--- src/hw/rv_isa_pkg.sv ---
package rv_isa_pkg;

   // architectural sizes
   localparam int xlen       = 32;
   localparam int reg_addr_w = 5;
   localparam int mem_words  = 1024;
   localparam int mem_addr_w = 10;

   localparam logic [xlen-1:0] reset_pc = '0;

   // major opcodes of the supported subset
   localparam logic [6:0] op_lui    = 7'b0110111;
   localparam logic [6:0] op_jal    = 7'b1101111;
   localparam logic [6:0] op_branch = 7'b1100011;
   localparam logic [6:0] op_load   = 7'b0000011;
   localparam logic [6:0] op_store  = 7'b0100011;
   localparam logic [6:0] op_imm    = 7'b0010011;
   localparam logic [6:0] op_reg    = 7'b0110011;
   localparam logic [6:0] op_system = 7'b1110011;

   // funct3 values
   localparam logic [2:0] f3_beq     = 3'b000;
   localparam logic [2:0] f3_bne     = 3'b001;
   localparam logic [2:0] f3_lw      = 3'b010;
   localparam logic [2:0] f3_add_sub = 3'b000;
   localparam logic [2:0] f3_slt     = 3'b010;
   localparam logic [2:0] f3_xor     = 3'b100;
   localparam logic [2:0] f3_or      = 3'b110;
   localparam logic [2:0] f3_and     = 3'b111;

   // funct7 values for register-register ops
   localparam logic [6:0] f7_base = 7'b0000000;
   localparam logic [6:0] f7_sub  = 7'b0100000;

   typedef enum logic [2:0] {
      alu_add,
      alu_sub,
      alu_and,
      alu_or,
      alu_xor,
      alu_slt,
      alu_pass_b
   } alu_op_e;

   // addi x0, x0, 0
   localparam logic [xlen-1:0] nop_instr    = 32'h0000_0013;
   localparam logic [xlen-1:0] ebreak_instr = 32'h0010_0073;

endpackage

--- src/hw/rv_pipe_pkg.sv ---
package rv_pipe_pkg;

   import rv_isa_pkg::*;

   // decoded control word
   typedef struct packed {
      alu_op_e alu_op;
      logic    use_imm;
      logic    reg_write;
      logic    mem_read;
      logic    mem_write;
      logic    branch;
      logic    branch_ne;
      logic    jump;
      logic    is_lui;
      logic    halt;
   } ctrl_t;

   // fetch to decode
   typedef struct packed {
      logic [xlen-1:0] pc;
      logic [xlen-1:0] instr;
   } fd_t;

   // decode to execute
   typedef struct packed {
      logic [xlen-1:0]       pc;
      logic [reg_addr_w-1:0] rs1;
      logic [reg_addr_w-1:0] rs2;
      logic [reg_addr_w-1:0] rd;
      logic [xlen-1:0]       rs1_val;
      logic [xlen-1:0]       rs2_val;
      logic [xlen-1:0]       imm;
      ctrl_t                 ctrl;
   } de_t;

   // execute to memory/writeback
   typedef struct packed {
      logic [xlen-1:0]       pc;
      logic [reg_addr_w-1:0] rd;
      logic [xlen-1:0]       result;
      logic [xlen-1:0]       store_data;
      ctrl_t                 ctrl;
   } em_t;

   // one request on a port of the shared memory
   typedef struct packed {
      logic                  valid;
      logic                  write;
      logic [mem_addr_w-1:0] addr;
      logic [xlen-1:0]       wdata;
   } mem_req_t;

   typedef struct packed {
      logic [xlen-1:0]       pc;
      logic [reg_addr_w-1:0] rd;
      logic [xlen-1:0]       wdata;
      logic                  reg_write;
   } retire_t;

endpackage

--- src/hw/rv_fetch.sv ---
`timescale 1ns/1ns

module rv_fetch (
   input  logic                        clk,
   input  logic                        reset,
   input  logic                        redirect_i,
   input  logic [rv_isa_pkg::xlen-1:0] target_i,
   input  logic                        gnt_i,
   input  logic                        halt_i,
   input  logic [rv_isa_pkg::xlen-1:0] rdata_i,
   output rv_pipe_pkg::mem_req_t       req_o,
   output rv_pipe_pkg::fd_t            fd_o,
   output logic                        valid_o
);
   import rv_isa_pkg::*;

   logic [xlen-1:0] pc_q;

   // redirect wins, otherwise step only on a granted fetch
   always_ff @(posedge clk) begin
      if (reset) begin
         pc_q <= reset_pc;
      end else if (redirect_i) begin
         pc_q <= target_i;
      end else if (gnt_i) begin
         pc_q <= pc_q + xlen'(4);
      end
   end

   assign req_o.valid = ~halt_i;
   assign req_o.write = 1'b0;
   assign req_o.addr  = pc_q[mem_addr_w+1:2];
   assign req_o.wdata = '0;

   // a lost fetch turns into a bubble
   assign valid_o    = gnt_i;
   assign fd_o.pc    = pc_q;
   assign fd_o.instr = gnt_i ? rdata_i : nop_instr;

   // branch and jump targets from execute must keep the pc on a word
   a_pc_aligned: assert property (@(posedge clk) disable iff (reset) pc_q[1:0] == 2'b00);

endmodule

--- config.mk ---
export PLATFORM = sky130hd
export DESIGN_NAME = rv_fetch
export DESIGN_NICKNAME = d
export VERILOG_FILES = /design/src/hw/rv_isa_pkg.sv /design/src/hw/rv_pipe_pkg.sv /design/src/hw/rv_fetch.sv
export SDC_FILE = /design/constraint.sdc
export NUM_CORES = 1
export LEC_CHECK = 0
export BUFFER_PORTS_ARGS = -buffer_cell sky130_fd_sc_hd__buf_2
export CORE_ASPECT_RATIO = 0.5
export CORE_MARGIN = 1
export CORE_UTILIZATION = 41
export CTS_CLUSTER_DIAMETER = 100
export DETAILED_ROUTE_END_ITERATION = 10
export PLACE_DENSITY = 0.82
export SLEW_MARGIN = 10
export SYNTH_ARGS = -nofsm -noshare
export SYNTH_HDL_FRONTEND = slang
export SYNTH_SLANG_ARGS = --single-unit
--- constraint.sdc ---
create_clock -name clk -period 3.25 [get_ports clk]
set_clock_uncertainty 0.2 [all_clocks]
set_input_delay 0.65 -clock clk [delete_from_list [all_inputs] [get_ports clk]]
set_output_delay 0.65 -clock clk [all_outputs]
set_load 0.05 [all_outputs]
==> flow_metrics.env, run 1 <==
export IMPL_synth_simple_area_share_pct=31.60
export IMPL_path_clk_slew_ns=0.05
export IMPL_powerDensity_nw_per_um2=447.8
export IMPL_worst_path_max_fanout=14
export IMPL_cts_resized_gates=0
export IMPL_maxSlewViolCount=0
export IMPL_startpoint_type="register"
export IMPL_port_buffers=144
export IMPL_drive_above_1_share_pct=37.79
export IMPL_worstPathRequired_ns=3.23
export IMPL_wire_per_inst_um=12.23
export IMPL_muxShareOfSynthArea_pct=1.264
export IMPL_grt_first_pass_wirelength_um=9908
export IMPL_outcome="finished clean"
export IMPL_worstSetupPathType="register to register"
export IMPL_min_path_type="register to register"
export IMPL_period_needed_ns=2.489
export IMPL_grt_start_max_net_pins=39
export IMPL_dp_hpwl_um=4632
export IMPL_cts_setup_buffers=0
export IMPL_endpoint="pc_q[30]"
export IMPL_synth_cell_types=48
export IMPL_syn_cell_area_um2=2376
export IMPL_r2r_slack_ns=0.76
export IMPL_synthCells=301
export IMPL_largest_reg_flops=32
export IMPL_reg2regPathDepth=5
export IMPL_seq_area_frac_synth_pct=26.96
export IMPL_synthXorXnorAreaFrac_pct=4.055
export IMPL_synth_adder_area_share_pct=0.5266
export IMPL_finalCritPeriodShare_pct=76.58
export IMPL_preCtsSetupSlack_ns=0.5916
export IMPL_fmax_mhz=401.8
export IMPL_max_slew_margin_pct=61.44
export IMPL_max_vdd_ir_drop_mv=0.2004
export IMPL_setup_slack_ns=0.7612
export IMPL_finalNonFillerCells=499
export IMPL_postCtsHoldBufs=0
export IMPL_ys_warn_count=0
export IMPL_wirelength_um=6103
export IMPL_insertion_delay_ns=0.27
export IMPL_cp_end_kind="register"
export IMPL_synth_top_area_share_pct=26.96
export IMPL_multi_input_area_um2=1404
export IMPL_num_vias=2489
export IMPL_die_h_um=55.83
export IMPL_dieArea_um2=6122
export IMPL_synth_top_family_by_area="simple AND/OR/NAND/NOR gates"
export IMPL_leakagePower_nw=1.485
export IMPL_slowest_stage="or4_4"
export IMPL_top_register="pc_q"
export IMPL_hold_viol=0
export IMPL_htree_levels=2
export IMPL_area_growth_pct=29.02
export IMPL_synth_seq_cells=32
export IMPL_diodes=0
export IMPL_clockRootBuffer="clkbuf_16"
export IMPL_ant_nets=0
export IMPL_antenna_found_initial=0
export IMPL_cts_tree="yes"
export IMPL_clockBufferDepth=2
export IMPL_die_w_um=109.7
export IMPL_drv_cap=0
export IMPL_r2r_end="pc_q[30]"
export IMPL_ys_dominant_reg_cell="dfxtp_1"
export IMPL_start_util_pct=42.90
export IMPL_grt_use_total_pct=20.37
export IMPL_crit_family="simple AND/OR/NAND/NOR gates"
export IMPL_setup_tns_final_ns=0
export IMPL_synthArstFlopShare_pct=0
export IMPL_critical_path_depth=5
export IMPL_grt_pass1_vias=2217
export IMPL_regArea_um2=640.6
export IMPL_reg2reg_from="pc_q[2]"
export IMPL_clock_sinks=32
export IMPL_core_um2=5539
export IMPL_top_regs="pc_q (32)"
export IMPL_path_cells="ha_1, nand2_1, or4_4, or4_1, a311oi_1"
export IMPL_synth_compound_area_share_pct=16.43
export IMPL_drc=0
export IMPL_synthTopCellsByArea="dfxtp_1 (27%), buf_4 (14%), and2_1 (7.9%)"
export IMPL_critPathLaunch="pc_q[2]"
export IMPL_nets=496
export IMPL_rsz0062_at_grt="no"
export IMPL_fillerInstances=544
export IMPL_dpl_cell_count=492
export IMPL_slowest_delay_ns=0.54
export IMPL_grt_overflow=0
export IMPL_drt_initial_drc_count=125
export IMPL_io_pins=178
export IMPL_rows=19
export IMPL_worstMarginPinSlew_ns=0.5731
export IMPL_drt_first_pass_iters=6
export IMPL_synth_top_area_cell="dfxtp_1"
export IMPL_cts_buffers=5
export IMPL_finalSetupViolCount=0
export IMPL_cp_data_arrival_time_ns=2.47
export IMPL_synth_area_per_cell_um2=7.894
export IMPL_cp_num_buf_inv=0
export IMPL_gp_congestion=0.8503
export IMPL_synth_edf_count=0
export IMPL_avgViaCountPerCell=4.988
## Yosys cell counts, types with 5 or more instances
library cell / number
and4_1: 5
and2_1: 30
nand3_1: 10
a21oi_1: 5
dfxtp_1: 32
nand2b_1: 5
o21ai_0: 5
o31ai_1: 9
or4_1: 10
buf_4: 44
nor4_1: 5
a311oi_1: 11
clkbuf_1: 14
xor2_1: 5
nor2_1: 20
xnor2_1: 6
nand2_1: 13
inv_1: 11
a211oi_1: 8
nand4_1: 10
## cell type report
cell class / instances / area share, %
Clock buffer: 6 / 4.204
Clock inverter: 1 / 0.1633
Inverter: 12 / 1.469
Multi-Input combinational cell: 227 / 45.80
Sequential cell: 32 / 20.90
Tap cell: 73 / 2.980
Timing Repair Buffer: 148 / 24.49
## where the power goes
| part | leakage, nW | internal, mW | switching, mW | total (mW) |
|---|---|---|---|---|
| sequential | 0.266 | 0.421 | 0.0401 | 0.461 |
| clock | 0.0667 | 0.277 | 0.150 | 0.427 |
| combinational | 1.15 | 0.112 | 0.373 | 0.484 |
| total | 1.48 | 0.810 | 0.563 | 1.37 |
## metal layers
| layer | routed length [um] | up-vias | share of wire, % | GRT usage, % |
|---|---|---|---|---|
| li1 | - | 1260 | - | - |
| met1 | 2643 | 1120 | 43 | 25.64 |
| met2 | 2999 | 107 | 49 | 35.49 |
| met3 | 441 | 2 | 7.2 | 4.684 |
| met4 | 17 | 0 | 0.28 | 4.381 |
| met5 | 0 | - | 0 | 0 |
## logic make-up (layout without fill, tap and decap cells)
logic type / Yosys count / in the layout
AOI/OAI and AO/OA: 52 / 52
xor gates and xnor gates: 11 / 11
adders and majority gates: 1 / 1
buffers and inverters: 74 / 167
DFF: 32 / 32
muxes: 3 / 3
other: 1 / 33
and+or+nand+nor: 127 / 127
## layout by cell type (no fill, tap or decap), types with 4 or more instances in the layout
cell type / netlist / layout
nand2_1: 13 / 13
a31oi_1: 4 / 4
and2_1: 30 / 30
a211oi_1: 8 / 8
a311oi_1: 11 / 11
nor2_1: 20 / 20
dfxtp_1: 32 / 32
a21oi_1: 5 / 5
clkbuf_16: 0 / 5
buf_4: 44 / 4
nand2b_1: 5 / 5
xor2_1: 5 / 5
and4_1: 5 / 5
o31ai_1: 9 / 9
inv_1: 11 / 11
nand3_1: 10 / 10
or4_1: 10 / 10
conb_1: 1 / 33
xnor2_1: 6 / 6
buf_2: 1 / 144
o21ai_0: 5 / 5
nor4_1: 5 / 5
nand4_1: 10 / 10
## worst reg2reg max path: cells and delay by family (launching register included)
family | cells | cell delay (ns)
AO/OA/AOI/OAI | 1 | 0.25
AND/OR/NAND/NOR | 3 | 1.20
adder cells (fa/ha/maj) | 1 | 0.28
flip-flops | 1 | 0.47
## through the flow
step                utilization [%]  hold slack (ns)  power, mW  instance area [um2]
floorplan                         -           0.5364     0.8780                 2496
global route                  55.34           0.3588      1.430                 3065
detailed placement            52.93           0.2816     0.9516                 2932
CTS                           55.34           0.2925      1.381                 3065
finish                        55.34           0.2842      1.373                 3065
global placement              52.93           0.2766     0.9475                 2932
## worst min path at each step
stage / start / to / slack (ns) / cells after the start
floorplan: pc_q[28] / pc_q[28] / 0.54 / 2
global placement: pc_q[0] / pc_q[0] / 0.28 / 2
detailed placement: pc_q[0] / pc_q[0] / 0.28 / 2
CTS: pc_q[0] / pc_q[0] / 0.29 / 2
global route: pc_q[28] / pc_q[28] / 0.36 / 2
finish: pc_q[0] / pc_q[0] / 0.28 / 2
Note: power is estimated with default switching activity, not from simulation.
==> run 2: changes to the inputs <==
==> constraint.sdc (replaced) <==
create_clock -name clk -period 2.4 [get_ports clk]
set_clock_uncertainty 0.2 [all_clocks]
set_input_delay 0.48 -clock clk [delete_from_list [all_inputs] [get_ports clk]]
set_output_delay 0.48 -clock clk [all_outputs]
set_load 0.05 [all_outputs]
==> flow_metrics.env, run 2 (synthesis gave the netlist of run 1 again) <==
export IMPL_finalSetupViolCount=0
export IMPL_holdPathEnd="pc_q[6]"
export IMPL_r2r_end="pc_q[23]"
export IMPL_leakagePower_nw=1.537
export IMPL_cts_tree="yes"
export IMPL_gp_congestion=0.8154
export IMPL_r2r_slack_ns=0.12
export IMPL_die_w_um=109.7
export IMPL_largest_reg_flops=32
export IMPL_diodes=0
export IMPL_die_h_um=55.83
export IMPL_wire_per_inst_um=12.87
export IMPL_hp_start="target_i[6]"
export IMPL_maxSlewViolCount=0
export IMPL_startpoint_type="register"
export IMPL_worstSetupPathType="register to register"
export IMPL_p_sw_share_pct=41.38
export IMPL_cts_setup_buffers=0
export IMPL_port_buffers=144
export IMPL_finalCritPeriodShare_pct=95.15
export IMPL_dp_hpwl_um=5056
export IMPL_violations="design-rule violations"
export IMPL_drc=2
export IMPL_wirelength_um=6563
export IMPL_insertion_delay_ns=0.28
export IMPL_fmax_mhz=437.9
export IMPL_top_register="pc_q"
export IMPL_drv_cap=0
export IMPL_grt_pass1_vias=2264
export IMPL_clockBufferDepth=2
export IMPL_powerDensity_nw_per_um2=592.5
export IMPL_cts_buffers=5
export IMPL_ant_nets=0
export IMPL_reg2regPathDepth=4
export IMPL_cp_data_arrival_time_ns=2.26
export IMPL_io_pins=178
export IMPL_area_growth_pct=34.02
export IMPL_whs_path_depth=2
export IMPL_dieArea_um2=6122
export IMPL_min_path_type="input pin to register"
export IMPL_grt_overflow=0
export IMPL_reg2reg_from="pc_q[5]"
export IMPL_outcome="finished with violations"
export IMPL_htree_levels=2
export IMPL_grt_start_max_net_pins=38
export IMPL_p_comb_share_pct=35.5
export IMPL_p_switching_mw=0.7807
export IMPL_cp_end_kind="register"
export IMPL_clock_sinks=32
export IMPL_p_int_mw=1.106
export IMPL_layout_common_cells="buf_2 (144), conb_1 (33), and2_1 (30)"
export IMPL_antenna_found_initial=0
export IMPL_total_power_mw=1.887
export IMPL_drt_initial_drc_count=164
export IMPL_rows=19
export IMPL_drt_first_pass_iters=9
export IMPL_start_util_pct=42.90
export IMPL_num_vias=2586
export IMPL_drive_above_1_share_pct=42.33
export IMPL_path_clk_slew_ns=0.05
export IMPL_worst_path_max_fanout=10
export IMPL_worstPathRequired_ns=2.38
export IMPL_hold_viol=0
export IMPL_top_regs="pc_q (32)"
export IMPL_p_clk_share_pct=31.4
export IMPL_rsz0062_at_grt="no"
export IMPL_seq_power_share_pct=33.0
export IMPL_max_vdd_ir_drop_mv=0.3320
export IMPL_clockRootBuffer="clkbuf_16"
export IMPL_layout_commonest_cell="buf_2"
export IMPL_grt_first_pass_wirelength_um=10520
export IMPL_period_needed_ns=2.283
export IMPL_grt_use_total_pct=21.72
export IMPL_core_um2=5539
export IMPL_setup_tns_final_ns=0
export IMPL_nets=506
export IMPL_avgViaCountPerCell=5.071
==> run 2: timing repair <==
action / CTS / global route
endpoints found under the setup margin: 0 / 1
endpoints found under the hold margin: 0 / 0
gates resized for setup: 0 / 1
hold buffers: 0 / 0
==> run 2: how the worst max path moves through the flow <==
stage               cells after the start      from  endpoint  slack [ns]
floorplan                               5   pc_q[5]  pc_q[23]        0.01
global placement                        5     gnt_i  pc_q[27]        0.06
detailed placement                      5     gnt_i  pc_q[23]      0.0007
CTS                                     4   pc_q[5]  pc_q[23]        0.13
global route                            4  pc_q[19]  pc_q[24]        0.01
finish                                  4   pc_q[5]  pc_q[23]        0.12
==> run 2: layout make-up <==
type	instances	area (um2)
fill	523	2355
multi-input combinational	227	1410
timing repair buffer	158	825.8
sequential	32	675.6
clock buffer	6	128.9
tap	73	91.34
inverter	12	45.04
clock inverter	2	7.507
==> run 2: metrics by stage <==
| step | worst slack (ns) | std cells | hold WS, ns | area [um2] | util (%) |
|---|---|---|---|---|---|
| after floorplan | 0.01455 | 333 | 0.4033 | 2531 | - |
| after global placement | 0.06429 | 502 | 0.2687 | 3042 | 54.91 |
| after detailed placement | 0.0007401 | 502 | 0.2836 | 3042 | 54.91 |
| after CTS | 0.1349 | 510 | 0.2244 | 3178 | 57.38 |
| after global routing | 0.009503 | 510 | 0.2358 | 3184 | 57.49 |
| final | 0.1165 | 510 | 0.2266 | 3184 | 57.49 |
==> run 2: per-layer routing <==
metal,track usage [%],routed length [um],up-vias,part of all wire [%]
li1,-,-,1285,-
met1,27.55,2790,1187,43
met2,36.93,3243,103,49
met3,4.801,453,11,6.9
met4,6.286,76,0,1.2
met5,0,0,-,0
==> run 2: power groups by stage <==
stage / combinational (mW) / clock, mW / sequential (mW)
floorplan: 0.437 / 0 / 0.753
global placement: 0.665 / 0 / 0.630
detailed placement: 0.670 / 0 / 0.632
CTS: 0.671 / 0.597 / 0.622
global route: 0.707 / 0.619 / 0.630
finish: 0.670 / 0.593 / 0.624
==> run 2: critical path: stages (launching register included) <==
cell and delay, ns:
dfxtp_2 0.39, nand3_4 0.15, or4_4 0.63, or4_1 0.53, a311oi_1 0.27
==> run 3: changes to the inputs <==
--- a/config.mk
+++ b/config.mk
@@ -5,10 +5,11 @@
 export SDC_FILE = /design/constraint.sdc
 export NUM_CORES = 1
 export LEC_CHECK = 0
+export ABC_AREA = 1
 export BUFFER_PORTS_ARGS = -buffer_cell sky130_fd_sc_hd__buf_2
 export CORE_ASPECT_RATIO = 0.5
 export CORE_MARGIN = 1
-export CORE_UTILIZATION = 41
+export CORE_UTILIZATION = 43
 export CTS_CLUSTER_DIAMETER = 100
 export DETAILED_ROUTE_END_ITERATION = 10
 export PLACE_DENSITY = 0.82
==> flow_metrics.env, run 3 <==
export IMPL_ant_nets=0
export IMPL_start_util_pct=44.71
export IMPL_synthTopCellsByArea="dfxtp_1 (24%), nand2_1 (17%), buf_4 (12%)"
export IMPL_grt_pass1_vias=2563
export IMPL_synth_top_area_share_pct=23.56
export IMPL_cts_resized_gates=0
export IMPL_synth_edf_count=0
export IMPL_synthArstFlopShare_pct=0
export IMPL_syn_cell_area_um2=2719
export IMPL_gp_congestion=0.9491
export IMPL_cp_end_kind="output pin"
export IMPL_finalCritPeriodShare_pct=84.92
export IMPL_ys_warn_count=0
export IMPL_fmax_mhz=490.7
export IMPL_dp_hpwl_um=5638
export IMPL_port_buffers=144
export IMPL_synth_cell_types=29
export IMPL_worstPathRequired_ns=1.72
export IMPL_fillerInstances=595
export IMPL_cts_buffers=5
export IMPL_layout_commonest_cell="buf_2"
export IMPL_avgViaCountPerCell=4.699
export IMPL_worstSetupPathType="input pin to output pin"
export IMPL_synth_most_common_cell="nand2_1"
export IMPL_area_growth_pct=27.66
export IMPL_insertion_delay_ns=0.27
export IMPL_period_needed_ns=2.038
export IMPL_diodes=0
export IMPL_wire_per_inst_um=11.41
export IMPL_setup_tns_final_ns=0
export IMPL_leakagePower_nw=1.902
export IMPL_powerDensity_nw_per_um2=552.9
export IMPL_dpl_cell_count=651
export IMPL_grt_first_pass_wirelength_um=11870
export IMPL_maxSlewViolCount=0
export IMPL_path_clk_slew_ns=0.05
export IMPL_whs_path_depth=3
export IMPL_worst_path_max_fanout=19
export IMPL_drc=0
export IMPL_synth_top_area_cell="dfxtp_1"
export IMPL_cts_setup_buffers=0
export IMPL_drv_cap=0
export IMPL_rows=20
export IMPL_seq_area_frac_synth_pct=23.56
export IMPL_top_register="pc_q"
export IMPL_io_pins=178
export IMPL_wirelength_um=7507
export IMPL_htree_levels=2
export IMPL_antenna_found_initial=0
export IMPL_num_vias=3092
export IMPL_nets=640
export IMPL_max_vdd_ir_drop_mv=0.2381
export IMPL_synth_seq_cells=32
export IMPL_finalNonFillerCells=658
export IMPL_min_path_type="input pin to register"
export IMPL_drt_initial_drc_count=199
export IMPL_cts_tree="yes"
export IMPL_synthTopCellsByCount="nand2_1 (122), inv_1 (56), buf_4 (44)"
export IMPL_postCtsHoldBufs=0
export IMPL_core_um2=6081
export IMPL_finalSetupViolCount=0
export IMPL_clockRootBuffer="clkbuf_16"
export IMPL_clock_sinks=32
export IMPL_grt_start_max_net_pins=31
export IMPL_hold_viol=0
export IMPL_clockBufferDepth=2
export IMPL_drt_first_pass_iters=5
export IMPL_drive_above_1_share_pct=33.33
export IMPL_synth_area_per_cell_um2=6.179
export IMPL_die_w_um=114.5
export IMPL_rsz0062_at_grt="no"
export IMPL_ys_dominant_reg_cell="dfxtp_1"
export IMPL_hold_ws_ns=0.2364
export IMPL_grt_use_total_pct=22.59
export IMPL_die_h_um=58.23
export IMPL_dieArea_um2=6664
export IMPL_grt_overflow=0
export IMPL_largest_reg_flops=32
export IMPL_startpoint_type="input pin"
export IMPL_synthCells=440
export IMPL_layout_common_cells="buf_2 (144), nand2_1 (122), inv_1 (56)"
export IMPL_top_regs="pc_q (32)"
export IMPL_outcome="finished clean"
export IMPL_cp_data_arrival_time_ns=1.36
export IMPL_reg2regPathDepth=9
[run 3: logic make-up (layout without fill, tap and decap cells)]
| group | count (synthesis) | in the layout | synth area share (%) |
|---|---|---|---|
| buf+inv | 116 | 214 | 22.46 |
| fa+ha+maj | 1 | 1 | 0.4601 |
| xor+xnor | 6 | 6 | 1.933 |
| simple gates | 224 | 224 | 38.01 |
| other cells | 1 | 33 | 0.1379 |
| flops | 32 | 32 | 23.56 |
| compound gates | 60 | 60 | 13.44 |
[run 3: critical path, cell delays in order]
cell and delay (ns):
buf_2 0.22, buf_4 0.26, nand2_1 0.08, inv_1 0.06
buf_2 0.25
[run 3: area by class of cell]
cell class                 instances  area, um2  share of cell area (%)
clock buffer                       7      152.6                   4.398
inverter                          57      214.0                   6.164
tap                               88      110.1                   3.172
sequential                        32      640.6                   18.46
timing repair buffer             150      765.7                   22.06
multi-input combinational        324       1588                   45.75
[run 3: where the power goes]
group / switching [mW] / total (mW) / internal, mW / leakage [nW]
sequential: 0.0501 / 0.615 / 0.565 / 0.264
clock: 0.215 / 0.650 / 0.434 / 0.0760
combinational: 0.507 / 0.654 / 0.147 / 1.56
[run 3: per-stage QoR]
step	power, mW	utilization, %	area, um2	worst slack [ns]
after floorplan	1.176	-	2839	0.2430
after global placement	1.271	54.57	3318	0.3968
after detailed placement	1.277	54.57	3318	0.3582
after CTS	1.919	57.08	3471	0.3571
after global routing	1.991	57.08	3471	0.2489
final	1.919	57.08	3471	0.3619
[run 3: path summary, 6_finish.rpt]
path,slack [ns],start,endpoint
setup reg to reg,0.59,pc_q[3],pc_q[16]
hold / removal,0.24,target_i[0],pc_q[0]
setup / recovery,0.36,gnt_i,fd_o[31]
hold reg to reg,0.31,pc_q[0],pc_q[0]
[run 3: routing by layer]
metal	GRT usage, %	routed length [um]	vias to the layer above
met4	5.195	102	0
met5	0	0	-
li1	-	-	1557
met1	29.92	3248	1373
met2	38.27	3477	153
met3	4.603	679	9
